===== config.mk =====
export PLATFORM = sky130hd
export DESIGN_NAME = pool_top
export DESIGN_NICKNAME = d
export VERILOG_FILES = /design/src/pool_cfg_pkg.sv /design/src/pool_data_pkg.sv /design/src/pool_if.sv /design/src/pool_map_fetch.sv /design/src/pool_ofm_gather.sv /design/src/pool_max_core.sv /design/src/pool_top.sv
export SDC_FILE = /design/constraint.sdc
export NUM_CORES = 1
export LEC_CHECK = 0
export BUFFER_PORTS_ARGS = -buffer_cell sky130_fd_sc_hd__buf_4
export CAP_MARGIN = 20
export CORE_AREA = 2 2 199 201
export DETAILED_ROUTE_END_ITERATION = 10
export DIE_AREA = 0 0 201 203
export GPL_TIMING_DRIVEN = 0
export PLACE_DENSITY = 0.69
export SYNTH_ARGS = -nofsm -noshare
export SYNTH_HDL_FRONTEND = slang
export SYNTH_SLANG_ARGS = --single-unit

===== constraint.sdc =====
create_clock -name clk -period 6.8 [get_ports clk]
set_clock_uncertainty 0.05 [all_clocks]
set_input_delay 0.68 -clock clk [delete_from_list [all_inputs] [get_ports clk]]
set_output_delay 0.68 -clock clk [all_outputs]
set_load 0.005 [all_outputs]

===== src/pool_cfg_pkg.sv =====
// Pool geometry constants with index, neighbor-count and channel-count types
package pool_cfg_pkg;

    // ==============================
    // Geometry
    // ==============================

    // One GLB row address, also one neighbor index
    parameter int IDX_WIDTH = 10;

    // Most neighbors gathered per point
    parameter int MAX_K = 8;

    // Holds 0..MAX_K inclusive
    parameter int K_WIDTH = $clog2(MAX_K + 1);

    // Raw channel count, before grouping into lanes
    parameter int CHN_WIDTH = 12;

    // ==============================
    // Types
    // ==============================

    // Row addresses, neighbor indices, point and group counts
    typedef logic [IDX_WIDTH-1:0] pool_idx_t;

    // Neighbors per point from the host
    typedef logic [K_WIDTH-1:0] pool_k_t;

    // Channels per point from the host
    typedef logic [CHN_WIDTH-1:0] pool_chn_t;

endpackage


===== src/pool_data_pkg.sv =====
// Activation lane types, feature word type and neighbor-map word union
package pool_data_pkg;

    import pool_cfg_pkg::*;

    // ==============================
    // Feature data
    // ==============================

    // Unsigned activation
    parameter int ACT_WIDTH = 8;

    // Lanes per GLB feature word
    parameter int NUM_CH = 16;

    typedef logic [ACT_WIDTH-1:0] act_t;

    // One channel group of one point, lane 0 in the low byte
    typedef act_t [NUM_CH-1:0] act_vec_t;

    // ==============================
    // Neighbor map
    // ==============================

    // One GLB map row carries all neighbors of a point
    parameter int MAP_WIDTH = MAX_K * IDX_WIDTH;

    // Same bits seen as a GLB row or as neighbor slots, slot 0 lowest
    typedef union packed {
        logic [MAP_WIDTH-1:0]  raw;
        pool_idx_t [MAX_K-1:0] nbr;
    } map_word_u;

endpackage


===== src/pool_if.sv =====
// Job configuration interface and neighbor index stream interface with modports

// ==============================
// Latched job configuration
// ==============================
interface pool_cfg_if
    import pool_cfg_pkg::*;
();

    // One-cycle pulse in the first cycle of a job
    logic      start;
    // Neighbors per point
    pool_k_t   k;
    // Points in the job
    pool_idx_t nip;
    // Channel groups per point
    pool_idx_t chg;
    // One-cycle pulse on the last accepted write
    logic      done;

    modport cfg_src (
        output start, k, nip, chg,
        input  done
    );

    modport cfg_sink (
        input  start, k, nip, chg,
        output done
    );

endinterface

// ==============================
// Neighbor index stream
// ==============================
interface pool_idx_if
    import pool_cfg_pkg::*;
();

    logic      vld;
    logic      rdy;
    // Neighbor point index
    pool_idx_t idx;
    // Channel group of this item
    pool_idx_t grp;

    modport src (
        output vld, idx, grp,
        input  rdy
    );

    modport sink (
        input  vld, idx, grp,
        output rdy
    );

endinterface


===== src/pool_map_fetch.sv =====
// Job FSM, configuration latch, map-word requests and neighbor index stream
module pool_map_fetch
    import pool_cfg_pkg::*;
    import pool_data_pkg::*;
#(
    parameter int IDX_W  = pool_cfg_pkg::IDX_WIDTH,
    parameter int MAX_K  = pool_cfg_pkg::MAX_K,
    parameter int NUM_CH = pool_data_pkg::NUM_CH
) (
    input  logic         clk,
    input  logic         rst_n,
    input  logic         clr,
    // Host configuration
    input  logic         cfg_vld,
    input  pool_k_t      cfg_k,
    input  pool_idx_t    cfg_nip,
    input  pool_chn_t    cfg_chi,
    output logic         cfg_rdy,
    // GLB map read address
    output logic         map_rd_addr_vld,
    output pool_idx_t    map_rd_addr,
    input  logic         map_rd_addr_rdy,
    // GLB map read data
    input  logic         map_rd_vld,
    input  map_word_u    map_rd_dat,
    output logic         map_rd_rdy,
    pool_cfg_if.cfg_src  cfg,
    pool_idx_if.src      idx
);

    localparam int KC_W = $clog2(MAX_K + 1);

    localparam logic [1:0] IDLE    = 2'b00;
    localparam logic [1:0] MAPIN   = 2'b01;
    localparam logic [1:0] WAITFNH = 2'b11;

    logic [1:0]       state;
    logic [1:0]       next_state;
    logic             cfg_hs;
    logic [IDX_W-1:0] req_cnt;
    logic             req_hs;
    logic             req_last;
    map_word_u        word_q;
    logic             word_vld;
    logic             map_hs;
    logic [IDX_W-1:0] grp_cnt;
    logic [KC_W-1:0]  nbr_cnt;
    logic             idx_hs;
    logic             nbr_last;
    logic             grp_last;

    // ==============================
    // Job FSM
    // ==============================
    assign cfg_rdy = (state == IDLE);
    assign cfg_hs  = cfg_vld && cfg_rdy;

    always_comb begin
        next_state = state;
        case (state)
            IDLE: begin
                if (cfg_hs) begin
                    next_state = MAPIN;
                end
            end
            // Leave once the last point's map row is requested
            MAPIN: begin
                if (req_hs && req_last) begin
                    next_state = WAITFNH;
                end
            end
            // Pipeline drains, core reports the last write
            WAITFNH: begin
                if (cfg.done) begin
                    next_state = IDLE;
                end
            end
            default: next_state = IDLE;
        endcase
    end

    always_ff @(posedge clk or negedge rst_n) begin
        if (!rst_n) begin
            state <= IDLE;
        end else if (clr) begin
            state <= IDLE;
        end else begin
            state <= next_state;
        end
    end

    // Job parameters, group count is channels over lanes
    always_ff @(posedge clk or negedge rst_n) begin
        if (!rst_n) begin
            cfg.start <= 1'b0;
            cfg.k     <= '0;
            cfg.nip   <= '0;
            cfg.chg   <= '0;
        end else if (clr) begin
            cfg.start <= 1'b0;
        end else begin
            cfg.start <= cfg_hs;
            if (cfg_hs) begin
                cfg.k   <= cfg_k;
                cfg.nip <= cfg_nip;
                cfg.chg <= IDX_W'(cfg_chi / NUM_CH);
            end
        end
    end

    // ==============================
    // Map row requests
    // ==============================
    assign map_rd_addr_vld = (state == MAPIN);
    assign map_rd_addr     = req_cnt;
    assign req_hs          = map_rd_addr_vld && map_rd_addr_rdy;
    assign req_last        = (req_cnt == IDX_W'(cfg.nip - 1'b1));

    always_ff @(posedge clk or negedge rst_n) begin
        if (!rst_n) begin
            req_cnt <= '0;
        end else if (clr || cfg_hs) begin
            req_cnt <= '0;
        end else if (req_hs && !req_last) begin
            req_cnt <= req_cnt + 1'b1;
        end
    end

    // ==============================
    // Index stream, group outer, neighbor inner
    // ==============================
    // One map row in flight, next one waits at the GLB
    assign map_rd_rdy = !word_vld;
    assign map_hs     = map_rd_vld && map_rd_rdy;

    always_ff @(posedge clk) begin
        if (map_hs) begin
            word_q.raw <= map_rd_dat.raw;
        end
    end

    assign idx.vld  = word_vld;
    assign idx.idx  = word_q.nbr[nbr_cnt];
    assign idx.grp  = grp_cnt;
    assign idx_hs   = idx.vld && idx.rdy;
    assign nbr_last = (nbr_cnt == KC_W'(cfg.k - 1'b1));
    assign grp_last = (grp_cnt == IDX_W'(cfg.chg - 1'b1));

    always_ff @(posedge clk or negedge rst_n) begin
        if (!rst_n) begin
            word_vld <= 1'b0;
            grp_cnt  <= '0;
            nbr_cnt  <= '0;
        end else if (clr) begin
            word_vld <= 1'b0;
            grp_cnt  <= '0;
            nbr_cnt  <= '0;
        end else if (map_hs) begin
            word_vld <= 1'b1;
            grp_cnt  <= '0;
            nbr_cnt  <= '0;
        end else if (idx_hs) begin
            if (!nbr_last) begin
                nbr_cnt <= nbr_cnt + 1'b1;
            end else begin
                nbr_cnt <= '0;
                // Row done after the last group
                if (grp_last) begin
                    word_vld <= 1'b0;
                end else begin
                    grp_cnt <= grp_cnt + 1'b1;
                end
            end
        end
    end

    // Neighbor count must fit the map row
    assert property (@(posedge clk) disable iff (!rst_n)
        cfg_hs |-> (cfg_k != '0) && (cfg_k <= MAX_K));

endmodule


===== src/pool_ofm_gather.sv =====
// Feature row address generation and registered GLB feature read request
module pool_ofm_gather
    import pool_cfg_pkg::*;
#(
    parameter int IDX_W = pool_cfg_pkg::IDX_WIDTH
) (
    input  logic          clk,
    input  logic          rst_n,
    input  logic          clr,
    pool_cfg_if.cfg_sink  cfg,
    pool_idx_if.sink      idx,
    // GLB feature read address
    output logic          ofm_rd_addr_vld,
    output pool_idx_t     ofm_rd_addr,
    input  logic          ofm_rd_addr_rdy
);

    logic [IDX_W-1:0] row_addr;
    logic             idx_hs;
    logic             req_vld;
    logic [IDX_W-1:0] req_addr;
    logic             req_hs;

    // ==============================
    // Row address
    // ==============================
    // Feature rows of a point sit together, one row per group
    assign row_addr = idx.idx * cfg.chg + idx.grp;

    // ==============================
    // Request register
    // ==============================
    // Take a new index when empty or emptying this cycle
    assign req_hs  = req_vld && ofm_rd_addr_rdy;
    assign idx.rdy = !req_vld || ofm_rd_addr_rdy;
    assign idx_hs  = idx.vld && idx.rdy;

    always_ff @(posedge clk or negedge rst_n) begin
        if (!rst_n) begin
            req_vld <= 1'b0;
        end else if (clr) begin
            req_vld <= 1'b0;
        end else if (idx_hs) begin
            req_vld <= 1'b1;
        end else if (req_hs) begin
            req_vld <= 1'b0;
        end
    end

    always_ff @(posedge clk) begin
        if (idx_hs) begin
            req_addr <= row_addr;
        end
    end

    assign ofm_rd_addr_vld = req_vld;
    assign ofm_rd_addr     = req_addr;

    // Stalled request held unchanged for the GLB
    assert property (@(posedge clk) disable iff (!rst_n)
        ofm_rd_addr_vld && !ofm_rd_addr_rdy && !clr
        |=> ofm_rd_addr_vld && $stable(ofm_rd_addr));

endmodule


===== src/pool_max_core.sv =====
// Lane-wise running maximum, pooled write register, write address and job done
module pool_max_core
    import pool_cfg_pkg::*;
    import pool_data_pkg::*;
#(
    parameter int IDX_W  = pool_cfg_pkg::IDX_WIDTH,
    parameter int MAX_K  = pool_cfg_pkg::MAX_K,
    parameter int NUM_CH = pool_data_pkg::NUM_CH
) (
    input  logic          clk,
    input  logic          rst_n,
    input  logic          clr,
    pool_cfg_if.cfg_sink  cfg,
    // GLB feature read data
    input  logic          ofm_rd_vld,
    input  act_vec_t      ofm_rd_dat,
    output logic          ofm_rd_rdy,
    // GLB pooled write
    output logic          ofm_wr_vld,
    output pool_idx_t     ofm_wr_addr,
    output act_vec_t      ofm_wr_dat,
    input  logic          ofm_wr_rdy
);

    localparam int KC_W = $clog2(MAX_K + 1);

    logic [KC_W-1:0]  beat_cnt;
    logic             beat_first;
    logic             beat_last;
    logic             rd_hs;
    act_vec_t         merged;
    act_vec_t         acc;
    logic             res_vld;
    logic [IDX_W-1:0] wr_cnt;
    logic [IDX_W-1:0] wr_total;
    logic             wr_hs;
    logic             wr_last;

    // ==============================
    // Beat accumulation
    // ==============================
    // No new beats while a result waits for the GLB
    assign ofm_rd_rdy = !res_vld;
    assign rd_hs      = ofm_rd_vld && ofm_rd_rdy;
    assign beat_first = (beat_cnt == '0);
    assign beat_last  = (beat_cnt == KC_W'(cfg.k - 1'b1));

    // First beat loads, later beats keep the larger lane
    always_comb begin
        for (int i = 0; i < NUM_CH; i++) begin
            if (beat_first || (ofm_rd_dat[i] > acc[i])) begin
                merged[i] = ofm_rd_dat[i];
            end else begin
                merged[i] = acc[i];
            end
        end
    end

    // Running maxima, doubles as the write data register
    always_ff @(posedge clk) begin
        if (rd_hs) begin
            acc <= merged;
        end
    end

    always_ff @(posedge clk or negedge rst_n) begin
        if (!rst_n) begin
            beat_cnt <= '0;
            res_vld  <= 1'b0;
        end else if (clr || cfg.start) begin
            beat_cnt <= '0;
            res_vld  <= 1'b0;
        end else if (rd_hs) begin
            if (beat_last) begin
                beat_cnt <= '0;
                res_vld  <= 1'b1;
            end else begin
                beat_cnt <= beat_cnt + 1'b1;
            end
        end else if (wr_hs) begin
            res_vld <= 1'b0;
        end
    end

    // ==============================
    // Write-back and completion
    // ==============================
    // Points times groups, writes go out in address order
    assign wr_total = IDX_W'(cfg.nip * cfg.chg);
    assign wr_hs    = ofm_wr_vld && ofm_wr_rdy;
    assign wr_last  = (wr_cnt == IDX_W'(wr_total - 1'b1));

    always_ff @(posedge clk or negedge rst_n) begin
        if (!rst_n) begin
            wr_cnt <= '0;
        end else if (clr || cfg.start) begin
            wr_cnt <= '0;
        end else if (wr_hs) begin
            wr_cnt <= wr_cnt + 1'b1;
        end
    end

    assign ofm_wr_vld  = res_vld;
    assign ofm_wr_addr = wr_cnt;
    assign ofm_wr_dat  = acc;

    // Same cycle as the last accepted write
    assign cfg.done = wr_hs && wr_last;

    // Pending write keeps its address and data
    assert property (@(posedge clk) disable iff (!rst_n)
        ofm_wr_vld && !ofm_wr_rdy && !clr
        |=> ofm_wr_vld && $stable(ofm_wr_dat) && $stable(ofm_wr_addr));

endmodule


===== src/pool_top.sv =====
// Max-pooling unit top level joining map fetch, feature gather and max core to GLB ports
module pool_top
    import pool_cfg_pkg::*;
    import pool_data_pkg::*;
(
    input  logic       clk,
    input  logic       rst_n,
    input  logic       clr,
    // Host configuration
    input  logic       cfg_vld,
    output logic       cfg_rdy,
    input  pool_k_t    cfg_k,
    input  pool_idx_t  cfg_nip,
    input  pool_chn_t  cfg_chi,
    // GLB map read
    output logic       map_rd_addr_vld,
    output pool_idx_t  map_rd_addr,
    input  logic       map_rd_addr_rdy,
    input  logic       map_rd_vld,
    input  map_word_u  map_rd_dat,
    output logic       map_rd_rdy,
    // GLB feature read
    output logic       ofm_rd_addr_vld,
    output pool_idx_t  ofm_rd_addr,
    input  logic       ofm_rd_addr_rdy,
    input  logic       ofm_rd_vld,
    input  act_vec_t   ofm_rd_dat,
    output logic       ofm_rd_rdy,
    // GLB pooled write
    output logic       ofm_wr_vld,
    output pool_idx_t  ofm_wr_addr,
    output act_vec_t   ofm_wr_dat,
    input  logic       ofm_wr_rdy
);

    // Block geometry from the package defaults
    localparam int IDX_W  = pool_cfg_pkg::IDX_WIDTH;
    localparam int MAX_K  = pool_cfg_pkg::MAX_K;
    localparam int NUM_CH = pool_data_pkg::NUM_CH;

    pool_cfg_if u_cfg_if ();
    pool_idx_if u_idx_if ();

    // ==============================
    // Map rows to index stream
    // ==============================
    pool_map_fetch #(
        .IDX_W  (IDX_W),
        .MAX_K  (MAX_K),
        .NUM_CH (NUM_CH)
    ) u_map_fetch (
        .clk             (clk),
        .rst_n           (rst_n),
        .clr             (clr),
        .cfg_vld         (cfg_vld),
        .cfg_k           (cfg_k),
        .cfg_nip         (cfg_nip),
        .cfg_chi         (cfg_chi),
        .cfg_rdy         (cfg_rdy),
        .map_rd_addr_vld (map_rd_addr_vld),
        .map_rd_addr     (map_rd_addr),
        .map_rd_addr_rdy (map_rd_addr_rdy),
        .map_rd_vld      (map_rd_vld),
        .map_rd_dat      (map_rd_dat),
        .map_rd_rdy      (map_rd_rdy),
        .cfg             (u_cfg_if.cfg_src),
        .idx             (u_idx_if.src)
    );

    // ==============================
    // Index stream to feature reads
    // ==============================
    pool_ofm_gather #(
        .IDX_W (IDX_W)
    ) u_ofm_gather (
        .clk             (clk),
        .rst_n           (rst_n),
        .clr             (clr),
        .cfg             (u_cfg_if.cfg_sink),
        .idx             (u_idx_if.sink),
        .ofm_rd_addr_vld (ofm_rd_addr_vld),
        .ofm_rd_addr     (ofm_rd_addr),
        .ofm_rd_addr_rdy (ofm_rd_addr_rdy)
    );

    // ==============================
    // Feature data to pooled writes
    // ==============================
    pool_max_core #(
        .IDX_W  (IDX_W),
        .MAX_K  (MAX_K),
        .NUM_CH (NUM_CH)
    ) u_max_core (
        .clk         (clk),
        .rst_n       (rst_n),
        .clr         (clr),
        .cfg         (u_cfg_if.cfg_sink),
        .ofm_rd_vld  (ofm_rd_vld),
        .ofm_rd_dat  (ofm_rd_dat),
        .ofm_rd_rdy  (ofm_rd_rdy),
        .ofm_wr_vld  (ofm_wr_vld),
        .ofm_wr_addr (ofm_wr_addr),
        .ofm_wr_dat  (ofm_wr_dat),
        .ofm_wr_rdy  (ofm_wr_rdy)
    );

endmodule


==> results.md, run 1 <==
- Number of cell instances on the worst register-to-register path: 19
- Clk network pwr share: 25.3%
- Critical-path cell list: buf_4 > buf_4 > mux4_2 > mux2i_1 > nor2b_1 > fa_1 > fa_1 > fa_1 > inv_1 > fa_1 > inv_1 > ha_1 > inv_1 > a21oi_1 > o21ai_0 > nand2b_1 > xnor2_1 > xnor2_1 > xnor2_1
- Number of distinct standard cells referenced by the synthesized netlist: 54
- R2r startpoint: u_map_fetch.nbr_cnt[0]$_DFFE_PN0P_
- Global-route usage over all layers: 21.63%
- Post-layout instance count excluding filler cells: 2,468
- Static power due to leakage: 0.009991 uW
- Maximum number of pins on one net before global-route repair: 67
- Clock Tree Buf Depth: 3
- Max capacitance violation total: 0
- Maximum level of the CTS H-tree: 2
- Detailed-route DRC error count: 0
- Global route overflow: 0
- Switching Power: 2296 uW
- Fmax: 0.1604 GHz
- Share of the cycle needed by the critical path after routing: 91.66%
- Cell area after synthesis: 17,230 um^2
- Clock tree from TritonCTS: done
- Vias after detailed routing: 12,439
- Avg Cell Area, Syn: 11.61 um^2
- Half-perimeter wire length after placement: 34,810 um
- Wire length per cell after detailed routing: 17.74 um
- Count of input and output buffers: 401
- Core region area: 38,470 um^2
- Switching portion of total power: 33.61%
- Post-CTS sizing: 0
- Number of global-route vias before repair: 13,180
- Number of nets in the finished design: 2,402
- Vias per cell: 5.040
- Combinational family with the most area after synthesis: adder cells
- CP arrival: 6520 ps
- Most used cells in the layout excluding fill and tap cells: sky130_fd_sc_hd__buf_4 (406), sky130_fd_sc_hd__inv_1 (231), sky130_fd_sc_hd__edfxtp_1 (218)
- Most area-hungry cell type in the Yosys netlist: sky130_fd_sc_hd__edfxtp_1
- Critical path start-end classification: flop to flop
- Least-Margin Pin Slew: 1042 ps
- Routability congestion estimate from global placement: 0.8701
- Worst endpoint required time: 7080 ps
- Crit path max-delay family: adder cells
- Worst path slowest cell: sky130_fd_sc_hd__mux2i_1
- Number of iterations in the first detailed-routing pass: 5
- Initial Utilization: 44.80%
- Portion of netlist area occupied by mux cells: 4.415%
- Post-synthesis compound-gate area fraction: 6.753%
- Detailed-route wire length: 43,780 um
- Most prevalent standard cell on the critical path: sky130_fd_sc_hd__fa_1
- Count of state elements after synthesis: 284
- Number of warnings issued by yosys: 0
- Status: finished clean
- Highest net fanout along the worst path: 10
- Y dimension of the die: 203 um
- Reg-to-reg endpoint: u_ofm_gather.ofm_rd_addr[9]$_DFFE_PP_
- Antenna violations before repair: 3
- Final hold violation count: 0
- Final worst path period need: 6233 ps
- Setup repair after global routing missed its margin: false
- Worst supply voltage drop on vdd: 0.3166 mV
- Leading cell type in the layout, fill and taps excluded: sky130_fd_sc_hd__buf_4
- Internal: 4535 uW
- Cell at the root of the clock tree: sky130_fd_sc_hd__clkbuf_16
- Portion of the post-synthesis area used by sequential elements: 47.57%
- Number of instances in the synthesized netlist: 1,484
- Setup Total Neg Slack: 0 ps
- Post-detailed-route count of antenna-violating nets: 0
- Mapped Nets: 1,962
- Number of placement rows: 72
- Clock edge transition at the registers on the reported setup and hold paths: 60 ps
- Most area-consuming cells after synthesis: sky130_fd_sc_hd__edfxtp_1 (38%), sky130_fd_sc_hd__ha_1 (13%), sky130_fd_sc_hd__dfrtp_1 (9.6%)
- Quantity of hold-fixing buffers added after cts: 0
- Design Area, Final: 21,990 um^2
- CTS buffer count: 35
- Standard cell area after detailed placement: 20,940 um^2
- Slowest stage delay, CP: 750 ps
- Post-synth EDFFs: 218
- Power share of the combinational group: 42.7%
- Power density of the placed cells: 310.7 nW/um^2
- Cell count after placement: 2,405
- Post-synthesis share of cell area spent on full adders, half adders and majority gates: 19.72%
- Post-CTS repair timing setup buffer count: 0
- Die Outline Area: 40,800 um^2
- Setup slack, reg-to-reg: 570 ps
- Max Slew Vio Count: 0
- Iteration-0 DRC count of the detailed router: 624
- Rel. slew slack: 30.54%
- Number of top-level design ports: 407
- Share of the core filled with cells in the final layout: 57.16%
- Setup crit start kind: flop
- Global-route wire length before repair: 69,260 um
- Post-synthesis share of cell area spent on and, or, nand and nor gates: 10.17%
- Worst setup EP type: flop
- Most used flip-flop cell after synthesis: sky130_fd_sc_hd__edfxtp_1
- Power share of the sequential group: 32.0%
- Area share of xor/xnor cells in the synthesized design: 5.264%
- Clock latency of the later-clocked register in the worst-skew pair: 540 ps
- Fraction of registers with async set/reset: 23.24%
- Die X: 201 um
- Layout cells sized above 1: 26.44%
- Layout area overhead: 27.59%
- Yosys top cell area share: 37.99%
- Final setup violating endpoints: 0
- Clock Sink Count: 284
- Combined buffer and inverter count along the critical path: 5
- Hold WC Path Type: input port to async pin
worst max path at each step:
stage,slack [ps],start,end,cells past startpoint
after floorplan,1180,map_rd_vld,u_map_fetch.nbr_cnt[2]$_DFFE_PN0P_,5
after global placement,-400,map_rd_vld,u_map_fetch.nbr_cnt[2]$_DFFE_PN0P_,6
after detailed placement,600,u_map_fetch.nbr_cnt[0]$_DFFE_PN0P_,u_ofm_gather.ofm_rd_addr[9]$_DFFE_PP_,20
after CTS,580,u_map_fetch.nbr_cnt[0]$_DFFE_PN0P_,u_ofm_gather.ofm_rd_addr[9]$_DFFE_PP_,20
after global routing,220,u_map_fetch.nbr_cnt[0]$_DFFE_PN0P_,u_ofm_gather.ofm_rd_addr[9]$_DFFE_PP_,20
final,570,u_map_fetch.nbr_cnt[0]$_DFFE_PN0P_,u_ofm_gather.ofm_rd_addr[9]$_DFFE_PP_,19
flip-flops by register name, indices dropped and copies added (netlist names), 8 cells and up:
register,cells
u_map_fetch.cfg.chg,8
u_map_fetch.map_rd_addr,10
u_max_core.ofm_wr_dat,128
u_ofm_gather.ofm_rd_addr,10
u_max_core.ofm_wr_addr,10
u_map_fetch.cfg.nip,10
u_map_fetch.idx.grp,10
u_map_fetch.word_q,80
per-layer routing:
metal | global-route usage (%) | routed length [um] | part of all wire [%] | vias up
met5 | 0 | 13 | 0.030 | -
met4 | 7.460 | 1166 | 2.7 | 2
met3 | 7.143 | 3768 | 8.6 | 72
met2 | 37.06 | 21210 | 48 | 403
met1 | 25.53 | 17630 | 40 | 5986
li1 | - | - | - | 5976
per-stage QoR:
stage | total power (uW) | setup slack (ps) | hold WS [ps]
2_1_floorplan | 4344 | 1179 | 334.4
3_3_place_gp | 5075 | -400.6 | 475.5
3_5_place_dp | 5151 | 604.0 | 474.5
4_1_cts | 6919 | 575.3 | 238.4
5_1_grt | 7377 | 215.5 | 251.7
6_report | 6831 | 567.1 | 220.5
power groups by stage:
stage | Clock, uW | Combinational [uW] | Sequential, uW
floorplan | 0 | 2130 | 2220
global placement | 0 | 2850 | 2220
detailed placement | 0 | 2930 | 2220
CTS | 1780 | 2950 | 2190
global route | 1850 | 3320 | 2210
finish | 1730 | 2920 | 2190
worst reg2reg max path: stages, from the launching register on:
cell,delay [ps]
sky130_fd_sc_hd__dfrtp_1,390
sky130_fd_sc_hd__buf_4,270
sky130_fd_sc_hd__buf_4,310
sky130_fd_sc_hd__mux4_2,530
sky130_fd_sc_hd__mux2i_1,750
sky130_fd_sc_hd__nor2b_1,160
sky130_fd_sc_hd__fa_1,550
sky130_fd_sc_hd__fa_1,530
sky130_fd_sc_hd__fa_1,550
sky130_fd_sc_hd__inv_1,50
sky130_fd_sc_hd__fa_1,530
sky130_fd_sc_hd__inv_1,40
sky130_fd_sc_hd__ha_1,300
sky130_fd_sc_hd__inv_1,70
sky130_fd_sc_hd__a21oi_1,50
sky130_fd_sc_hd__o21ai_0,200
sky130_fd_sc_hd__nand2b_1,130
sky130_fd_sc_hd__xnor2_1,210
sky130_fd_sc_hd__xnor2_1,110
sky130_fd_sc_hd__xnor2_1,280
cell families (layout without fill, tap and decap cells):
logic type	count (synthesis)	count (layout)
buf+inv	272	736
simple gates	342	342
mux	48	48
fa+ha+maj	235	235
flops	284	284
xor+xnor	102	102
other cells	0	2
compound gates	201	201
synth_stat cells, types with 29 or more instances:
cell	instances
sky130_fd_sc_hd__ha_1	174
sky130_fd_sc_hd__nor2b_1	31
sky130_fd_sc_hd__edfxtp_1	218
sky130_fd_sc_hd__inv_1	231
sky130_fd_sc_hd__nand3_1	41
sky130_fd_sc_hd__xor2_1	33
sky130_fd_sc_hd__nand2_1	99
sky130_fd_sc_hd__o21ai_0	75
sky130_fd_sc_hd__dfrtp_1	66
sky130_fd_sc_hd__nand2b_1	29
sky130_fd_sc_hd__xnor2_1	68
sky130_fd_sc_hd__fa_1	61
sky130_fd_sc_hd__a21oi_1	69
sky130_fd_sc_hd__nor2_1	47
sky130_fd_sc_hd__clkbuf_1	29
area by class of cell:
class / count / area, um^2
antenna: 2 / 5.005
timing repair buffer: 403 / 3050
clock buffer: 49 / 948.4
clock inverter: 12 / 95.09
multi-input combinational: 928 / 7989
sequential: 284 / 8198
tap: 518 / 648.1
buffer: 41 / 185.2
inverter: 231 / 867.1
fill: 3230 / 16480
No activity file was read; power rests on OpenSTA's default activity.
==> run 2, diff against run 1 <==
Settings changed: ABC_AREA set to 1, CORE_AREA 2 2 199 201 to 2 2 204 206, DIE_AREA 0 0 201 203 to 0 0 206 208.
==> run 2 against run 1 <==
- synthesized cell count rose by 30%
- clock power rose by 10%
- largest cell class unchanged
- highest routed layer is now met4
- setup slack improved by 420 ps
- worst hold slack got worse by 7.3 ps
==> results.md, run 2 <==
- Status: finished clean
- Portion of the post-synthesis area used by sequential elements: 45.36%
- Most used flip-flop cell after synthesis: sky130_fd_sc_hd__edfxtp_1
- Post-CTS sizing: 0
- Fraction of registers with async set/reset: 23.24%
- Max capacitance violation total: 0
- Area of combinational cells with multiple inputs: 8138 um^2
- Most numerous cell types in the synthesized netlist: sky130_fd_sc_hd__nand2_1 (404), sky130_fd_sc_hd__inv_1 (378), sky130_fd_sc_hd__edfxtp_1 (218)
- Detailed-route DRC error count: 0
- Layout cells sized above 1: 21.90%
- Clock Sink Count: 284
- Worst setup EP type: flop
- Most prevalent standard cell on the critical path: sky130_fd_sc_hd__nand2_1
- Final antenna diode count: 0
- Detailed-route wire length: 49,350 um
- Most area-hungry cell type in the Yosys netlist: sky130_fd_sc_hd__edfxtp_1
- Core region area: 40,550 um^2
- Clock tree from TritonCTS: done
- Leading cell type in the layout, fill and taps excluded: sky130_fd_sc_hd__buf_4
- Antenna violations before repair: 0
- Number of top-level design ports: 407
- Critical path start-end classification: flop to flop
- R2r startpoint: u_map_fetch.nbr_cnt[0]$_DFFE_PN0P_
- Leading cell type by number of instances after synthesis: sky130_fd_sc_hd__nand2_1
- Half-perimeter wire length after placement: 39,260 um
- Fill cell total of the finished layout: 3,537
- Hold WC Path Type: input port to async pin
- Vias after detailed routing: 14,777
- Number of global-route vias before repair: 15,168
- Avg Cell Area, Syn: 9.356 um^2
- Cell at the root of the clock tree: sky130_fd_sc_hd__clkbuf_16
- Max Slew Vio Count: 0
- Number of warnings issued by yosys: 0
- Number of iterations in the first detailed-routing pass: 5
- Final setup violating endpoints: 0
- Global route overflow: 0
- Clock Tree Buf Depth: 3
- CTS buffer count: 35
- Routability congestion estimate from global placement: 0.8549
- Die X: 206 um
- Reg-to-reg endpoint: u_ofm_gather.ofm_rd_addr[9]$_DFFE_PP_
- Setup ws final: 987.4 ps
- Vias per cell: 5.045
- Number of flip-flops in the largest register: 128
- Y dimension of the die: 208 um
- Worst endpoint required time: 7060 ps
- Highest routed metal layer: met4
- Slowest stage delay, CP: 550 ps
- Static power due to leakage: 0.01118 uW
- Maximum level of the CTS H-tree: 2
- CP arrival: 6070 ps
- Final worst path period need: 5813 ps
- Global-route wire length before repair: 78,540 um
- Layout area overhead: 26.96%
- Final hold violation count: 0
- Clock latency of the later-clocked register in the worst-skew pair: 540 ps
- Initial Utilization: 44.57%
- Highest net fanout along the worst path: 10
- Cell area after synthesis: 18,070 um^2
- Most used cells in the layout excluding fill and tap cells: sky130_fd_sc_hd__buf_4 (412), sky130_fd_sc_hd__nand2_1 (404), sky130_fd_sc_hd__inv_1 (377)
- Worst path slowest cell: sky130_fd_sc_hd__fa_1
- Count of input and output buffers: 401
- Mapped Nets: 2,410
- Worst supply voltage drop on vdd: 0.5518 mV
- Number of placement rows: 74
- Post-detailed-route count of antenna-violating nets: 0
- Least-Margin Pin Slew: 885.6 ps
- Setup crit start kind: flop
- Number of nets in the finished design: 2,849
- Setup repair after global routing missed its margin: false
- Total area of sequential cells: 8198 um^2
- Yosys top cell area share: 36.22%
- Number of cell instances on the worst register-to-register path: 29
- Met2 wire len: 24,200 um
- Most area-consuming cells after synthesis: sky130_fd_sc_hd__edfxtp_1 (36%), sky130_fd_sc_hd__ha_1 (12%), sky130_fd_sc_hd__dfrtp_1 (9.1%)
- Met3 wire len: 3732 um
- Iteration-0 DRC count of the detailed router: 852
- Post-CTS repair timing setup buffer count: 0
- Post-synth EDFFs: 218
- Setup Total Neg Slack: 0 ps
- Die Outline Area: 42,850 um^2
- Pre-CTS setup slack: 1005 ps
- Wire length per cell after detailed routing: 16.85 um
- Rel. slew slack: 40.96%
- Quantity of hold-fixing buffers added after cts: 0
- Fmax: 0.1720 GHz
- Number of instances in the synthesized netlist: 1,932
- Maximum number of pins on one net before global-route repair: 67
- Post-route met1 wirelength: 19,730 um
- Global-route usage over all layers: 23.34%
- Clock edge transition at the registers on the reported setup and hold paths: 60 ps
- Power density of the placed cells: 476.0 nW/um^2
- Number of distinct standard cells referenced by the synthesized netlist: 53
- Count of state elements after synthesis: 284
- Share of the cycle needed by the critical path after routing: 85.48%
- Setup slack, reg-to-reg: 990 ps
==> run 2: kinds of logic (layout without fill, tap and decap cells) <==
logic type	after synthesis	count (layout)	synth area share (%)
flip-flops	284	284	45.36
XOR/XNOR	42	42	2.035
AO/OA/AOI/OAI	234	234	7.372
adder cells (fa/ha/maj)	235	235	18.80
AND/OR/NAND/NOR	706	706	16.81
buffers and inverters	431	896	9.622
==> run 2: power breakdown <==
group	switching [uW]	leakage, uW	internal (uW)	total, uW
clock network	766	0.000567	1140	1910
registers	184	0.00297	2320	2500
logic	3840	0.00764	2680	6520
total	4790	0.0112	6140	10900
==> run 2: area by class of cell <==
| cell class | count | area share (%) |
|---|---|---|
| tap | 532 | 2.901 |
| clock buffer | 42 | 4.062 |
| sequential | 284 | 35.73 |
| buffer | 44 | 1.205 |
| clock inverter | 21 | 1.020 |
| inverter | 387 | 6.385 |
| multi-input combinational | 1217 | 35.46 |
| timing repair buffer | 402 | 13.24 |
==> run 2: worst max-delay path: cells and delay by family, from the launching register on <==
kind	cells	cell delay [ps]
simple gates	11	980
fa+ha+maj	5	2360
compound gates	3	560
flops	1	390
buf+inv	10	1250
==> run 2: per-layer routing <==
layer,vias to the layer above,global-route usage (%)
li1,7206,-
met1,6973,28.40
met2,499,40.08
met3,99,5.404
met4,0,8.670
met5,-,0
==> run 2: per-stage QoR <==
| step | std cells | util (%) | hold WS [ps] | total power, uW | instance area (um^2) |
|---|---|---|---|---|---|
| after CTS | 2929 | 56.58 | 215.7 | 10980 | 22950 |
| after floorplan | 1932 | - | 334.4 | 7383 | 18070 |
| after global routing | 2929 | 56.58 | 225.2 | 12150 | 22950 |
| after global placement | 2865 | 53.63 | 448.7 | 8829 | 21750 |
| after detailed placement | 2866 | 53.71 | 454.1 | 9018 | 21780 |
| final | 2929 | 56.58 | 213.2 | 10920 | 22950 |
==> run 2: worst max-delay path by stage <==
stage	startpoint	end	slack, ps	cells after the start
floorplan	u_map_fetch.nbr_cnt[0]$_DFFE_PN0P_	u_ofm_gather.ofm_rd_addr[9]$_DFFE_PP_	1780	29
CTS	u_map_fetch.nbr_cnt[0]$_DFFE_PN0P_	u_ofm_gather.ofm_rd_addr[9]$_DFFE_PP_	990	29
finish	u_map_fetch.nbr_cnt[0]$_DFFE_PN0P_	u_ofm_gather.ofm_rd_addr[9]$_DFFE_PP_	990	29
global placement	u_map_fetch.nbr_cnt[0]$_DFFE_PN0P_	u_ofm_gather.ofm_rd_addr[9]$_DFFE_PP_	1100	29
global route	u_map_fetch.nbr_cnt[0]$_DFFE_PN0P_	u_ofm_gather.ofm_rd_addr[9]$_DFFE_PP_	510	29
detailed placement	u_map_fetch.nbr_cnt[0]$_DFFE_PN0P_	u_ofm_gather.ofm_rd_addr[9]$_DFFE_PP_	1000	27
